File: src/common/ic_pkg.sv
`default_nettype none

package ic_pkg;

  // stream widths
  localparam int DATA_BITS  = 16;
  localparam int ADDR_BITS  = 2;
  localparam int MSG_BITS   = ADDR_BITS + DATA_BITS;
  localparam int REPLY_BITS = DATA_BITS + 1;

  // spi framing
  localparam int FRAME_BITS = 20;
  localparam int CNT_BITS   = $clog2(FRAME_BITS + 1);

  // flag positions, shared by both directions of a frame
  // host side: host-valid and host-ready, minion side: reply-valid and space
  localparam int FLAG_VAL = FRAME_BITS - 1;
  localparam int FLAG_RDY = FRAME_BITS - 2;

  localparam int N_ROUTES = 4;

  typedef logic [DATA_BITS-1:0]  data_t;
  typedef logic [ADDR_BITS-1:0]  addr_t;
  // address on top, then data
  typedef logic [MSG_BITS-1:0]   msg_t;
  // source index on top, then data
  typedef logic [REPLY_BITS-1:0] reply_t;
  typedef logic [FRAME_BITS-1:0] frame_t;
  typedef logic [CNT_BITS-1:0]   bit_cnt_t;

  // router address map
  localparam addr_t ADDR_IN_XBAR  = 2'd0;
  localparam addr_t ADDR_OUT_XBAR = 2'd1;
  localparam addr_t ADDR_IN_CTRL  = 2'd2;
  localparam addr_t ADDR_OUT_CTRL = 2'd3;

endpackage

`default_nettype wire

File: src/spi/spi_minion.sv
`timescale 1ns/1ns
`default_nettype none

module spi_minion (
  input  logic           clk,
  input  logic           arst_n,
  input  logic           cs,
  input  logic           sclk,
  input  logic           mosi,
  output logic           miso,
  output ic_pkg::msg_t   req_msg,
  output logic           req_val,
  input  logic           req_rdy,
  input  ic_pkg::reply_t rsp_msg,
  input  logic           rsp_val,
  output logic           rsp_rdy,
  output logic           minion_parity,
  output logic           adapter_parity
);
  import ic_pkg::*;

  // two flops to synchronize, the third only for edge detection
  logic [2:0] sclk_sync;
  logic [2:0] cs_sync;
  logic [1:0] mosi_sync;

  logic sclk_rise;
  logic sclk_fall;
  logic cs_fall;
  logic selected;

  frame_t   rx_shift;
  frame_t   rx_next;
  frame_t   tx_shift;
  frame_t   tx_frame;
  bit_cnt_t bit_cnt;
  logic     frame_done;
  logic     reply_sent;

  logic   req_load;
  reply_t rsp_slot;
  logic   rsp_slot_val;
  logic   rsp_load;
  logic   rsp_pop;

  always_ff @(posedge clk or negedge arst_n) begin
    if (!arst_n) begin
      sclk_sync <= '0;
      cs_sync   <= '1;
      mosi_sync <= '0;
    end else begin
      sclk_sync <= {sclk_sync[1:0], sclk};
      cs_sync   <= {cs_sync[1:0], cs};
      mosi_sync <= {mosi_sync[0], mosi};
    end
  end

  assign sclk_rise = sclk_sync[1] && !sclk_sync[2];
  assign sclk_fall = !sclk_sync[1] && sclk_sync[2];
  assign cs_fall   = !cs_sync[1] && cs_sync[2];
  assign selected  = !cs_sync[1];

  // msb first, so the host-valid flag ends up in the top bit
  assign rx_next    = {rx_shift[FRAME_BITS-2:0], mosi_sync[1]};
  assign frame_done = selected && sclk_rise && (bit_cnt == bit_cnt_t'(FRAME_BITS - 1));

  always_ff @(posedge clk) begin
    if (selected && sclk_rise) begin
      rx_shift <= rx_next;
    end
  end

  // stops at FRAME_BITS so extra sclk edges cannot end a second frame
  always_ff @(posedge clk or negedge arst_n) begin
    if (!arst_n) begin
      bit_cnt <= '0;
    end else if (cs_fall) begin
      bit_cnt <= '0;
    end else if (selected && sclk_rise && (bit_cnt < FRAME_BITS)) begin
      bit_cnt <= bit_cnt + 1'b1;
    end
  end

  // reply frame as seen at the start of the transfer
  always_comb begin
    tx_frame           = '0;
    tx_frame[FLAG_VAL] = rsp_slot_val;
    tx_frame[FLAG_RDY] = !req_val;
    if (rsp_slot_val) begin
      tx_frame[REPLY_BITS-1:0] = rsp_slot;
    end
  end

  always_ff @(posedge clk or negedge arst_n) begin
    if (!arst_n) begin
      tx_shift   <= '0;
      reply_sent <= 1'b0;
    end else if (cs_fall) begin
      tx_shift   <= tx_frame;
      reply_sent <= rsp_slot_val;
    end else if (selected && sclk_fall) begin
      tx_shift <= {tx_shift[FRAME_BITS-2:0], 1'b0};
    end
  end

  assign miso = tx_shift[FRAME_BITS-1];

  // request slot, a full slot drops the incoming message
  assign req_load = frame_done && rx_next[FLAG_VAL] && !req_val;

  always_ff @(posedge clk or negedge arst_n) begin
    if (!arst_n) begin
      req_val       <= 1'b0;
      minion_parity <= 1'b0;
    end else if (req_load) begin
      req_val       <= 1'b1;
      minion_parity <= ^rx_next[MSG_BITS-1:0];
    end else if (req_rdy) begin
      req_val <= 1'b0;
    end
  end

  always_ff @(posedge clk) begin
    if (req_load) begin
      req_msg <= rx_next[MSG_BITS-1:0];
    end
  end

  // reply slot, popped only once the host has seen it and said it is ready
  assign rsp_rdy  = !rsp_slot_val;
  assign rsp_load = rsp_val && rsp_rdy;
  assign rsp_pop  = frame_done && reply_sent && rx_next[FLAG_RDY];

  always_ff @(posedge clk or negedge arst_n) begin
    if (!arst_n) begin
      rsp_slot_val   <= 1'b0;
      adapter_parity <= 1'b0;
    end else if (rsp_load) begin
      rsp_slot_val   <= 1'b1;
      adapter_parity <= ^rsp_msg;
    end else if (rsp_pop) begin
      rsp_slot_val <= 1'b0;
    end
  end

  always_ff @(posedge clk) begin
    if (rsp_load) begin
      rsp_slot <= rsp_msg;
    end
  end

endmodule

`default_nettype wire

File: src/arbiter_router/stream_router.sv
`timescale 1ns/1ns
`default_nettype none

module stream_router (
  input  logic                        clk,
  input  logic                        arst_n,
  input  ic_pkg::msg_t                in_msg,
  input  logic                        in_val,
  output logic                        in_rdy,
  output ic_pkg::data_t               out_msg,
  output logic [ic_pkg::N_ROUTES-1:0] out_val,
  input  logic [ic_pkg::N_ROUTES-1:0] out_rdy
);
  import ic_pkg::*;

  addr_t buf_addr;
  data_t buf_data;
  logic  buf_val;
  logic  accept;
  logic  drain;

  // only the addressed output can empty the buffer
  assign drain  = buf_val && out_rdy[buf_addr];
  assign in_rdy = !buf_val || drain;
  assign accept = in_val && in_rdy;

  // data is shared by all outputs, val picks the one that takes it
  assign out_msg = buf_data;

  always_comb begin
    for (int i = 0; i < N_ROUTES; i++) begin
      out_val[i] = buf_val && (buf_addr == addr_t'(i));
    end
  end

  always_ff @(posedge clk or negedge arst_n) begin
    if (!arst_n) begin
      buf_val <= 1'b0;
    end else if (accept) begin
      buf_val <= 1'b1;
    end else if (drain) begin
      buf_val <= 1'b0;
    end
  end

  // address comes off the top of the message
  always_ff @(posedge clk) begin
    if (accept) begin
      buf_addr <= in_msg[MSG_BITS-1 -: ADDR_BITS];
      buf_data <= in_msg[DATA_BITS-1:0];
    end
  end

endmodule

`default_nettype wire

File: src/arbiter_router/stream_arbiter.sv
`timescale 1ns/1ns
`default_nettype none

module stream_arbiter (
  input  logic           clk,
  input  logic           arst_n,
  input  ic_pkg::data_t  in_msg [2],
  input  logic [1:0]     in_val,
  output logic [1:0]     in_rdy,
  output ic_pkg::reply_t out_msg,
  output logic           out_val,
  input  logic           out_rdy
);
  import ic_pkg::*;

  // input that wins a tie
  logic prio;
  logic grant_idx;
  logic grant;
  logic space;

  // buffer is free when empty or emptying this cycle
  assign space = !out_val || out_rdy;

  always_comb begin
    grant_idx = prio;
    if (!in_val[prio]) begin
      grant_idx = !prio;
    end
  end

  assign grant = space && in_val[grant_idx];

  // the loser always sees rdy low
  always_comb begin
    in_rdy            = '0;
    in_rdy[grant_idx] = grant;
  end

  always_ff @(posedge clk or negedge arst_n) begin
    if (!arst_n) begin
      out_val <= 1'b0;
      prio    <= 1'b0;
    end else if (grant) begin
      out_val <= 1'b1;
      prio    <= !grant_idx;
    end else if (out_rdy) begin
      out_val <= 1'b0;
    end
  end

  // tag each stored message with where it came from
  always_ff @(posedge clk) begin
    if (grant) begin
      out_msg <= {grant_idx, in_msg[grant_idx]};
    end
  end

endmodule

`default_nettype wire

File: src/blocking_crossbar.sv
`timescale 1ns/1ns
`default_nettype none

module blocking_crossbar #(
  parameter int N_INPUTS  = 2,
  parameter int N_OUTPUTS = 2
) (
  input  logic                 clk,
  input  logic                 arst_n,
  input  ic_pkg::data_t        in_msg [N_INPUTS],
  input  logic [N_INPUTS-1:0]  in_val,
  output logic [N_INPUTS-1:0]  in_rdy,
  output ic_pkg::data_t        out_msg [N_OUTPUTS],
  output logic [N_OUTPUTS-1:0] out_val,
  input  logic [N_OUTPUTS-1:0] out_rdy,
  input  ic_pkg::data_t        ctrl_msg,
  input  logic                 ctrl_val,
  output logic                 ctrl_rdy
);
  import ic_pkg::*;

  // whole control word is kept, the path indices are folded out of it
  data_t sel;
  int    path_in;
  int    path_out;
  logic  path_stalled;

  // low digit picks the input, the next one picks the output
  // so a single input leaves the low bit to the output and vice versa
  always_comb begin
    path_in  = int'(sel) % N_INPUTS;
    path_out = (int'(sel) / N_INPUTS) % N_OUTPUTS;
  end

  always_comb begin
    in_rdy  = '0;
    out_val = '0;
    for (int o = 0; o < N_OUTPUTS; o++) begin
      out_msg[o] = in_msg[path_in];
    end
    out_val[path_out] = in_val[path_in];
    in_rdy[path_in]   = out_rdy[path_out];
  end

  // a message waiting on the open path must not be rerouted mid-stall
  assign path_stalled = in_val[path_in] && !out_rdy[path_out];
  assign ctrl_rdy     = !path_stalled;

  always_ff @(posedge clk or negedge arst_n) begin
    if (!arst_n) begin
      sel <= '0;
    end else if (ctrl_val && ctrl_rdy) begin
      sel <= ctrl_msg;
    end
  end

endmodule

`default_nettype wire

File: src/interconnect_top.sv
`timescale 1ns/1ns
`default_nettype none

module interconnect_top (
  input  logic clk,
  input  logic arst_n,
  input  logic cs,
  input  logic sclk,
  input  logic mosi,
  output logic miso,
  output logic minion_parity,
  output logic adapter_parity
);
  import ic_pkg::*;

  // minion to router and arbiter to minion
  msg_t   req_msg;
  logic   req_val;
  logic   req_rdy;
  reply_t rsp_msg;
  logic   rsp_val;
  logic   rsp_rdy;

  data_t               route_msg;
  logic [N_ROUTES-1:0] route_val;
  logic [N_ROUTES-1:0] route_rdy;

  data_t      in_xbar_in_msg [1];
  data_t      in_xbar_out_msg [2];
  logic [1:0] in_xbar_out_val;
  logic [1:0] in_xbar_out_rdy;

  data_t      out_xbar_in_msg [2];
  logic [1:0] out_xbar_in_val;
  logic [1:0] out_xbar_in_rdy;
  data_t      out_xbar_out_msg [1];
  logic       out_xbar_out_val;
  logic       out_xbar_out_rdy;

  data_t      arb_in_msg [2];
  logic [1:0] arb_in_val;
  logic [1:0] arb_in_rdy;

  spi_minion minion (
    .clk           (clk),
    .arst_n        (arst_n),
    .cs            (cs),
    .sclk          (sclk),
    .mosi          (mosi),
    .miso          (miso),
    .req_msg       (req_msg),
    .req_val       (req_val),
    .req_rdy       (req_rdy),
    .rsp_msg       (rsp_msg),
    .rsp_val       (rsp_val),
    .rsp_rdy       (rsp_rdy),
    .minion_parity (minion_parity),
    .adapter_parity(adapter_parity)
  );

  stream_router router (
    .clk    (clk),
    .arst_n (arst_n),
    .in_msg (req_msg),
    .in_val (req_val),
    .in_rdy (req_rdy),
    .out_msg(route_msg),
    .out_val(route_val),
    .out_rdy(route_rdy)
  );

  assign in_xbar_in_msg[0] = route_msg;

  // output 0 goes to the arbiter, output 1 is the accelerator slot
  blocking_crossbar #(
    .N_INPUTS (1),
    .N_OUTPUTS(2)
  ) input_xbar (
    .clk     (clk),
    .arst_n  (arst_n),
    .in_msg  (in_xbar_in_msg),
    .in_val  (route_val[ADDR_IN_XBAR]),
    .in_rdy  (route_rdy[ADDR_IN_XBAR]),
    .out_msg (in_xbar_out_msg),
    .out_val (in_xbar_out_val),
    .out_rdy (in_xbar_out_rdy),
    .ctrl_msg(route_msg),
    .ctrl_val(route_val[ADDR_IN_CTRL]),
    .ctrl_rdy(route_rdy[ADDR_IN_CTRL])
  );

  // accelerator slot is a plain loopback into output_xbar input 1
  assign out_xbar_in_msg[0]        = route_msg;
  assign out_xbar_in_msg[1]        = in_xbar_out_msg[1];
  assign out_xbar_in_val           = {in_xbar_out_val[1], route_val[ADDR_OUT_XBAR]};
  assign route_rdy[ADDR_OUT_XBAR]  = out_xbar_in_rdy[0];
  assign in_xbar_out_rdy[1]        = out_xbar_in_rdy[1];

  blocking_crossbar #(
    .N_INPUTS (2),
    .N_OUTPUTS(1)
  ) output_xbar (
    .clk     (clk),
    .arst_n  (arst_n),
    .in_msg  (out_xbar_in_msg),
    .in_val  (out_xbar_in_val),
    .in_rdy  (out_xbar_in_rdy),
    .out_msg (out_xbar_out_msg),
    .out_val (out_xbar_out_val),
    .out_rdy (out_xbar_out_rdy),
    .ctrl_msg(route_msg),
    .ctrl_val(route_val[ADDR_OUT_CTRL]),
    .ctrl_rdy(route_rdy[ADDR_OUT_CTRL])
  );

  // arbiter input index becomes the source tag of the reply
  assign arb_in_msg[0]      = in_xbar_out_msg[0];
  assign arb_in_msg[1]      = out_xbar_out_msg[0];
  assign arb_in_val         = {out_xbar_out_val, in_xbar_out_val[0]};
  assign in_xbar_out_rdy[0] = arb_in_rdy[0];
  assign out_xbar_out_rdy   = arb_in_rdy[1];

  stream_arbiter arbiter (
    .clk    (clk),
    .arst_n (arst_n),
    .in_msg (arb_in_msg),
    .in_val (arb_in_val),
    .in_rdy (arb_in_rdy),
    .out_msg(rsp_msg),
    .out_val(rsp_val),
    .out_rdy(rsp_rdy)
  );

endmodule

`default_nettype wire

File: config.mk
export PLATFORM = sky130hd
export DESIGN_NAME = interconnect_top
export DESIGN_NICKNAME = d
export VERILOG_FILES = /design/src/common/ic_pkg.sv /design/src/spi/spi_minion.sv /design/src/arbiter_router/stream_router.sv /design/src/arbiter_router/stream_arbiter.sv /design/src/blocking_crossbar.sv /design/src/interconnect_top.sv
export SDC_FILE = /design/constraint.sdc
export NUM_CORES = 1
export LEC_CHECK = 0
export ABC_AREA = 1
export BUFFER_PORTS_ARGS = -buffer_cell sky130_fd_sc_hd__buf_2
export CAP_MARGIN = 20
export CELL_PAD_IN_SITES_DETAIL_PLACEMENT = 1
export CELL_PAD_IN_SITES_GLOBAL_PLACEMENT = 2
export CORE_ASPECT_RATIO = 0.9
export CORE_MARGIN = 5
export CORE_UTILIZATION = 40
export DETAILED_ROUTE_END_ITERATION = 8
export PLACE_DENSITY = 0.76
export SLEW_MARGIN = 20
export SYNTH_ARGS = -nofsm -noshare
export SYNTH_HDL_FRONTEND = slang
export SYNTH_SLANG_ARGS = --single-unit
File: constraint.sdc
create_clock -name clk -period 3.41 [get_ports clk]
set_input_delay 0.5115 -clock clk [delete_from_list [all_inputs] [get_ports clk]]
set_output_delay 0.5115 -clock clk [all_outputs]
set_load 0.005 [all_outputs]
==> results by group <==
Die
  – Chip width: between 100 and 150 um
  – Num ports: 8
  – Core area: about 13,000 um^2
  – Cell row count: 39
  – Die area: approximately 15,000 um^2
  – Starting Density: 0.409
  – Height of the chip: approximately 120 um

Critical path
  – CP delay by family, top: simple AND/OR/NAND/NOR gates
  – Bufs and invs on worst path: 1
  – Startpoint class of the critical path: flop
  – Reg2reg end: router.out_msg[8]
  – R2r setup slk: about 1300 ps
  – Reg-to-reg startpoint: router.buf_addr[1]
  – Max FO, Critical Path: 18
  – CP Cell Sequence: nor3_1, o21ai_0, nand2_1, nand2_2, nand3_1, nand2_1, inv_1
  – CP peak stage delay: approximately 500 ps
  – Most used cell, CP: nand2_1
  – CP required: approximately 3500 ps
  – Worst Setup Path Type: flop to flop
  – CP endpoint kind: flop
  – Critical path arrival: roughly 2100 ps
  – Crit-path slowest cell: inv_1
  – Reg2reg path depth: 7

Placement
  – Placed cells: a little over 600
  – Dpl cell area: between 5000 and 6000 um^2
  – GP Congestion: 0.767
  – Hpwl dp: approximately 6.7 mm
  – PortBufs: 7

Cells and area
  – Finished Core Util: 0.469
  – Synth-to-layout area growth: 14.9%
  – N_diodes: 0
  – Fill cell count: 1,365
  – Layout cell share with drive strength beyond 1: 0.105
  – Post-route insts no fill: approximately 640
  – Most frequent cells in the layout: 122 x nand2_1, 89 x edfxtp_1, 40 x dfrtp_1, 39 x inv_1, 36 x nand3_1
  – Nets: approximately 470
  – Most common cell after layout, fill and taps aside: nand2_1
  – Cell area after layout: 5980 um^2

Drt
  – Routed WL: between 9 and 10 mm
  – Wire per inst: around 15 um
  – Pre-antenna DRT Iters: 4
  – Vias: ~3,100
  – # DRC: 0
  – Vias/cell: a little under 5
  – Antenna viol nets, final: 0
  – First-iteration detailed-routing DRC count: about 230

Yosys
  – Netlist cell types: 25
  – Post-Syn Nets: around 450
  – Count of state elements after synthesis: 132
  – Avg Inst Size Synth: between 10 and 15 um^2
  – Ys Warns: 0
  – Post-Syn Area: roughly 5200 um^2
  – Sequential-to-total area share from yosys stat: 0.721
  – Synth Instances: 445

Timing
  – Final Hold Vio Count: 0
  – Setup-failing EPs final: 0
  – Fin crit share: 0.607
  – Worst hold slack: 102 ps
  – Worst-margin pin slew: between 600 and 700 ps
  – Post-route minimum period: about 2100 ps
  – Final Skew: ~8.2 ps
  – Slew Limit Fails: 0
  – Fmax: 483 MHz
  – Max-slew headroom: 0.555
  – Setup TNS: 0 ps
  – RSZ-0062 raised after global routing: false

GRT
  – Initial antenna violation count: 0
  – First-pass GRT wire length: 16.4 mm
  – Vias in the first global route: approximately 3,300
  – Largest net degree at the start of global routing: 44
  – Global route overflow: 0
  – GRT Overall Usage: 0.138

Clocking
  – Root Buffer: clkbuf_16
  – CTS tree: built
  – # hold bufs at CTS: 0
  – Worst-case clock buffer depth: 2
  – H-tree depth: 4
  – CTS Buf Count: 17
  – Setup bufs post-CTS: 0
  – Post-cts sizing count: 0
  – Worst skew pair latency: ~400 ps
  – Clock sink count: between 100 and 150
  – Reg clk slew, reported paths: roughly 60 ps

Power and ir drop
  – P_leak: between 0.002 and 0.0025 uW
  – PD cells: around 590 nW/um^2
  – VDD IR-drop max: 0.350 mV

Min path
  – Worst Hold Class: input port to async pin

Job
  – Max cap viols: 0

Status
  – Outcome: finished, final reports clean
==> logic make-up (layout without fill, tap and decap cells) <==
family / Yosys count / count (layout) / share of synthesized area
AND/OR/NAND/NOR: 195 / 195 / 0.158
flip-flops: 132 / 132 / 0.721
AO/OA/AOI/OAI: 48 / 48 / 0.0476
buffers and inverters: 48 / 81 / 0.0356
XOR/XNOR: 21 / 21 / 0.0353
adder cells (fa/ha/maj): 1 / 1 / 0.00240
==> worst max path at each step <==
stage,start,to,slack [ps],cells after the start
6_report,router.buf_addr[1],router.out_msg[8],1340,7
5_1_grt,router.buf_addr[1],router.out_msg[14],1190,7
4_1_cts,router.buf_addr[1],router.out_msg[14],1320,7
3_5_place_dp,router.buf_addr[1],router.out_msg[12],1330,7
3_3_place_gp,router.buf_addr[1],router.out_msg[12],1470,7
2_1_floorplan,minion.sclk_sync[2],minion.req_msg[0],520,3
==> metrics by stage <==
step | power (uW) | worst slack, ps
after floorplan | 1880 | 521
after global placement | 1920 | 1470
after detailed placement | 1920 | 1330
after CTS | 3590 | 1320
after global routing | 3690 | 1190
final | 3540 | 1340
==> state kept, by name, indices dropped and copies added (netlist names) <==
signal,flops
arbiter.out_msg,17
arbiter.out_val,1
arbiter.prio,1
input_xbar.sel,1
minion.adapter_parity,1
minion.bit_cnt,5
minion.cs_sync,3
minion.minion_parity,1
minion.mosi_sync,2
minion.reply_sent,1
minion.req_msg,18
minion.req_val,1
minion.rsp_slot,17
minion.rsp_slot_val,1
minion.rx_shift,19
minion.sclk_sync,3
minion.tx_shift,20
output_xbar.sel,1
router.buf_addr,2
router.buf_val,1
router.out_msg,16
==> worst reg2reg max path, stage by stage (launching register included) <==
cell and delay [ps]:
edfxtp_1 450, nor3_1 230, o21ai_0 150, nand2_1 90
nand2_2 70, nand3_1 140, nand2_1 70, inv_1 500
==> where the power goes <==
group          total, uW  internal (uW)  leakage, uW  switching, uW
logic                113           39.0     0.000827           74.5
registers           1780           1750      0.00134           29.6
clock network       1650            997     0.000257            650
==> layer usage <==
metal,track usage,part of all wire,up-vias
met3,0.0438,0.030,11
met1,0.176,0.46,1524
met5,0,0,-
met4,0.0448,0.010,0
met2,0.224,0.50,29
li1,-,-,1535
==> cells in the mapped netlist, drive strengths merged <==
master,n,area (um^2)
nand2,125,477
edfxtp,89,2670
dfrtp,40,1000
inv,39,146
nand3,36,180
nor2,26,100
o21ai,25,125
a21oi,20,100
xor2,11,96.3
xnor2,10,87.6
nor3,6,46.3
clkbuf,5,18.8
buf,4,20.0
dfstp,3,78.8
a211oi,1,7.51
a31oi,1,6.26
ha,1,12.5
nand4,1,12.5
o221ai,1,8.76
or2,1,6.26
==> final cells by class <==
cell class / count / area, um^2 / share of cell area
inverter: 39 / 146 / 0.0245
tap: 164 / 205 / 0.0343
timing repair buffer: 10 / 60.1 / 0.0100
sequential: 132 / 3750 / 0.628
multi-input combinational: 265 / 1270 / 0.213
clock inverter: 13 / 110 / 0.0184
clock buffer: 19 / 433 / 0.0724
Note: power is estimated with default switching activity, not from simulation.
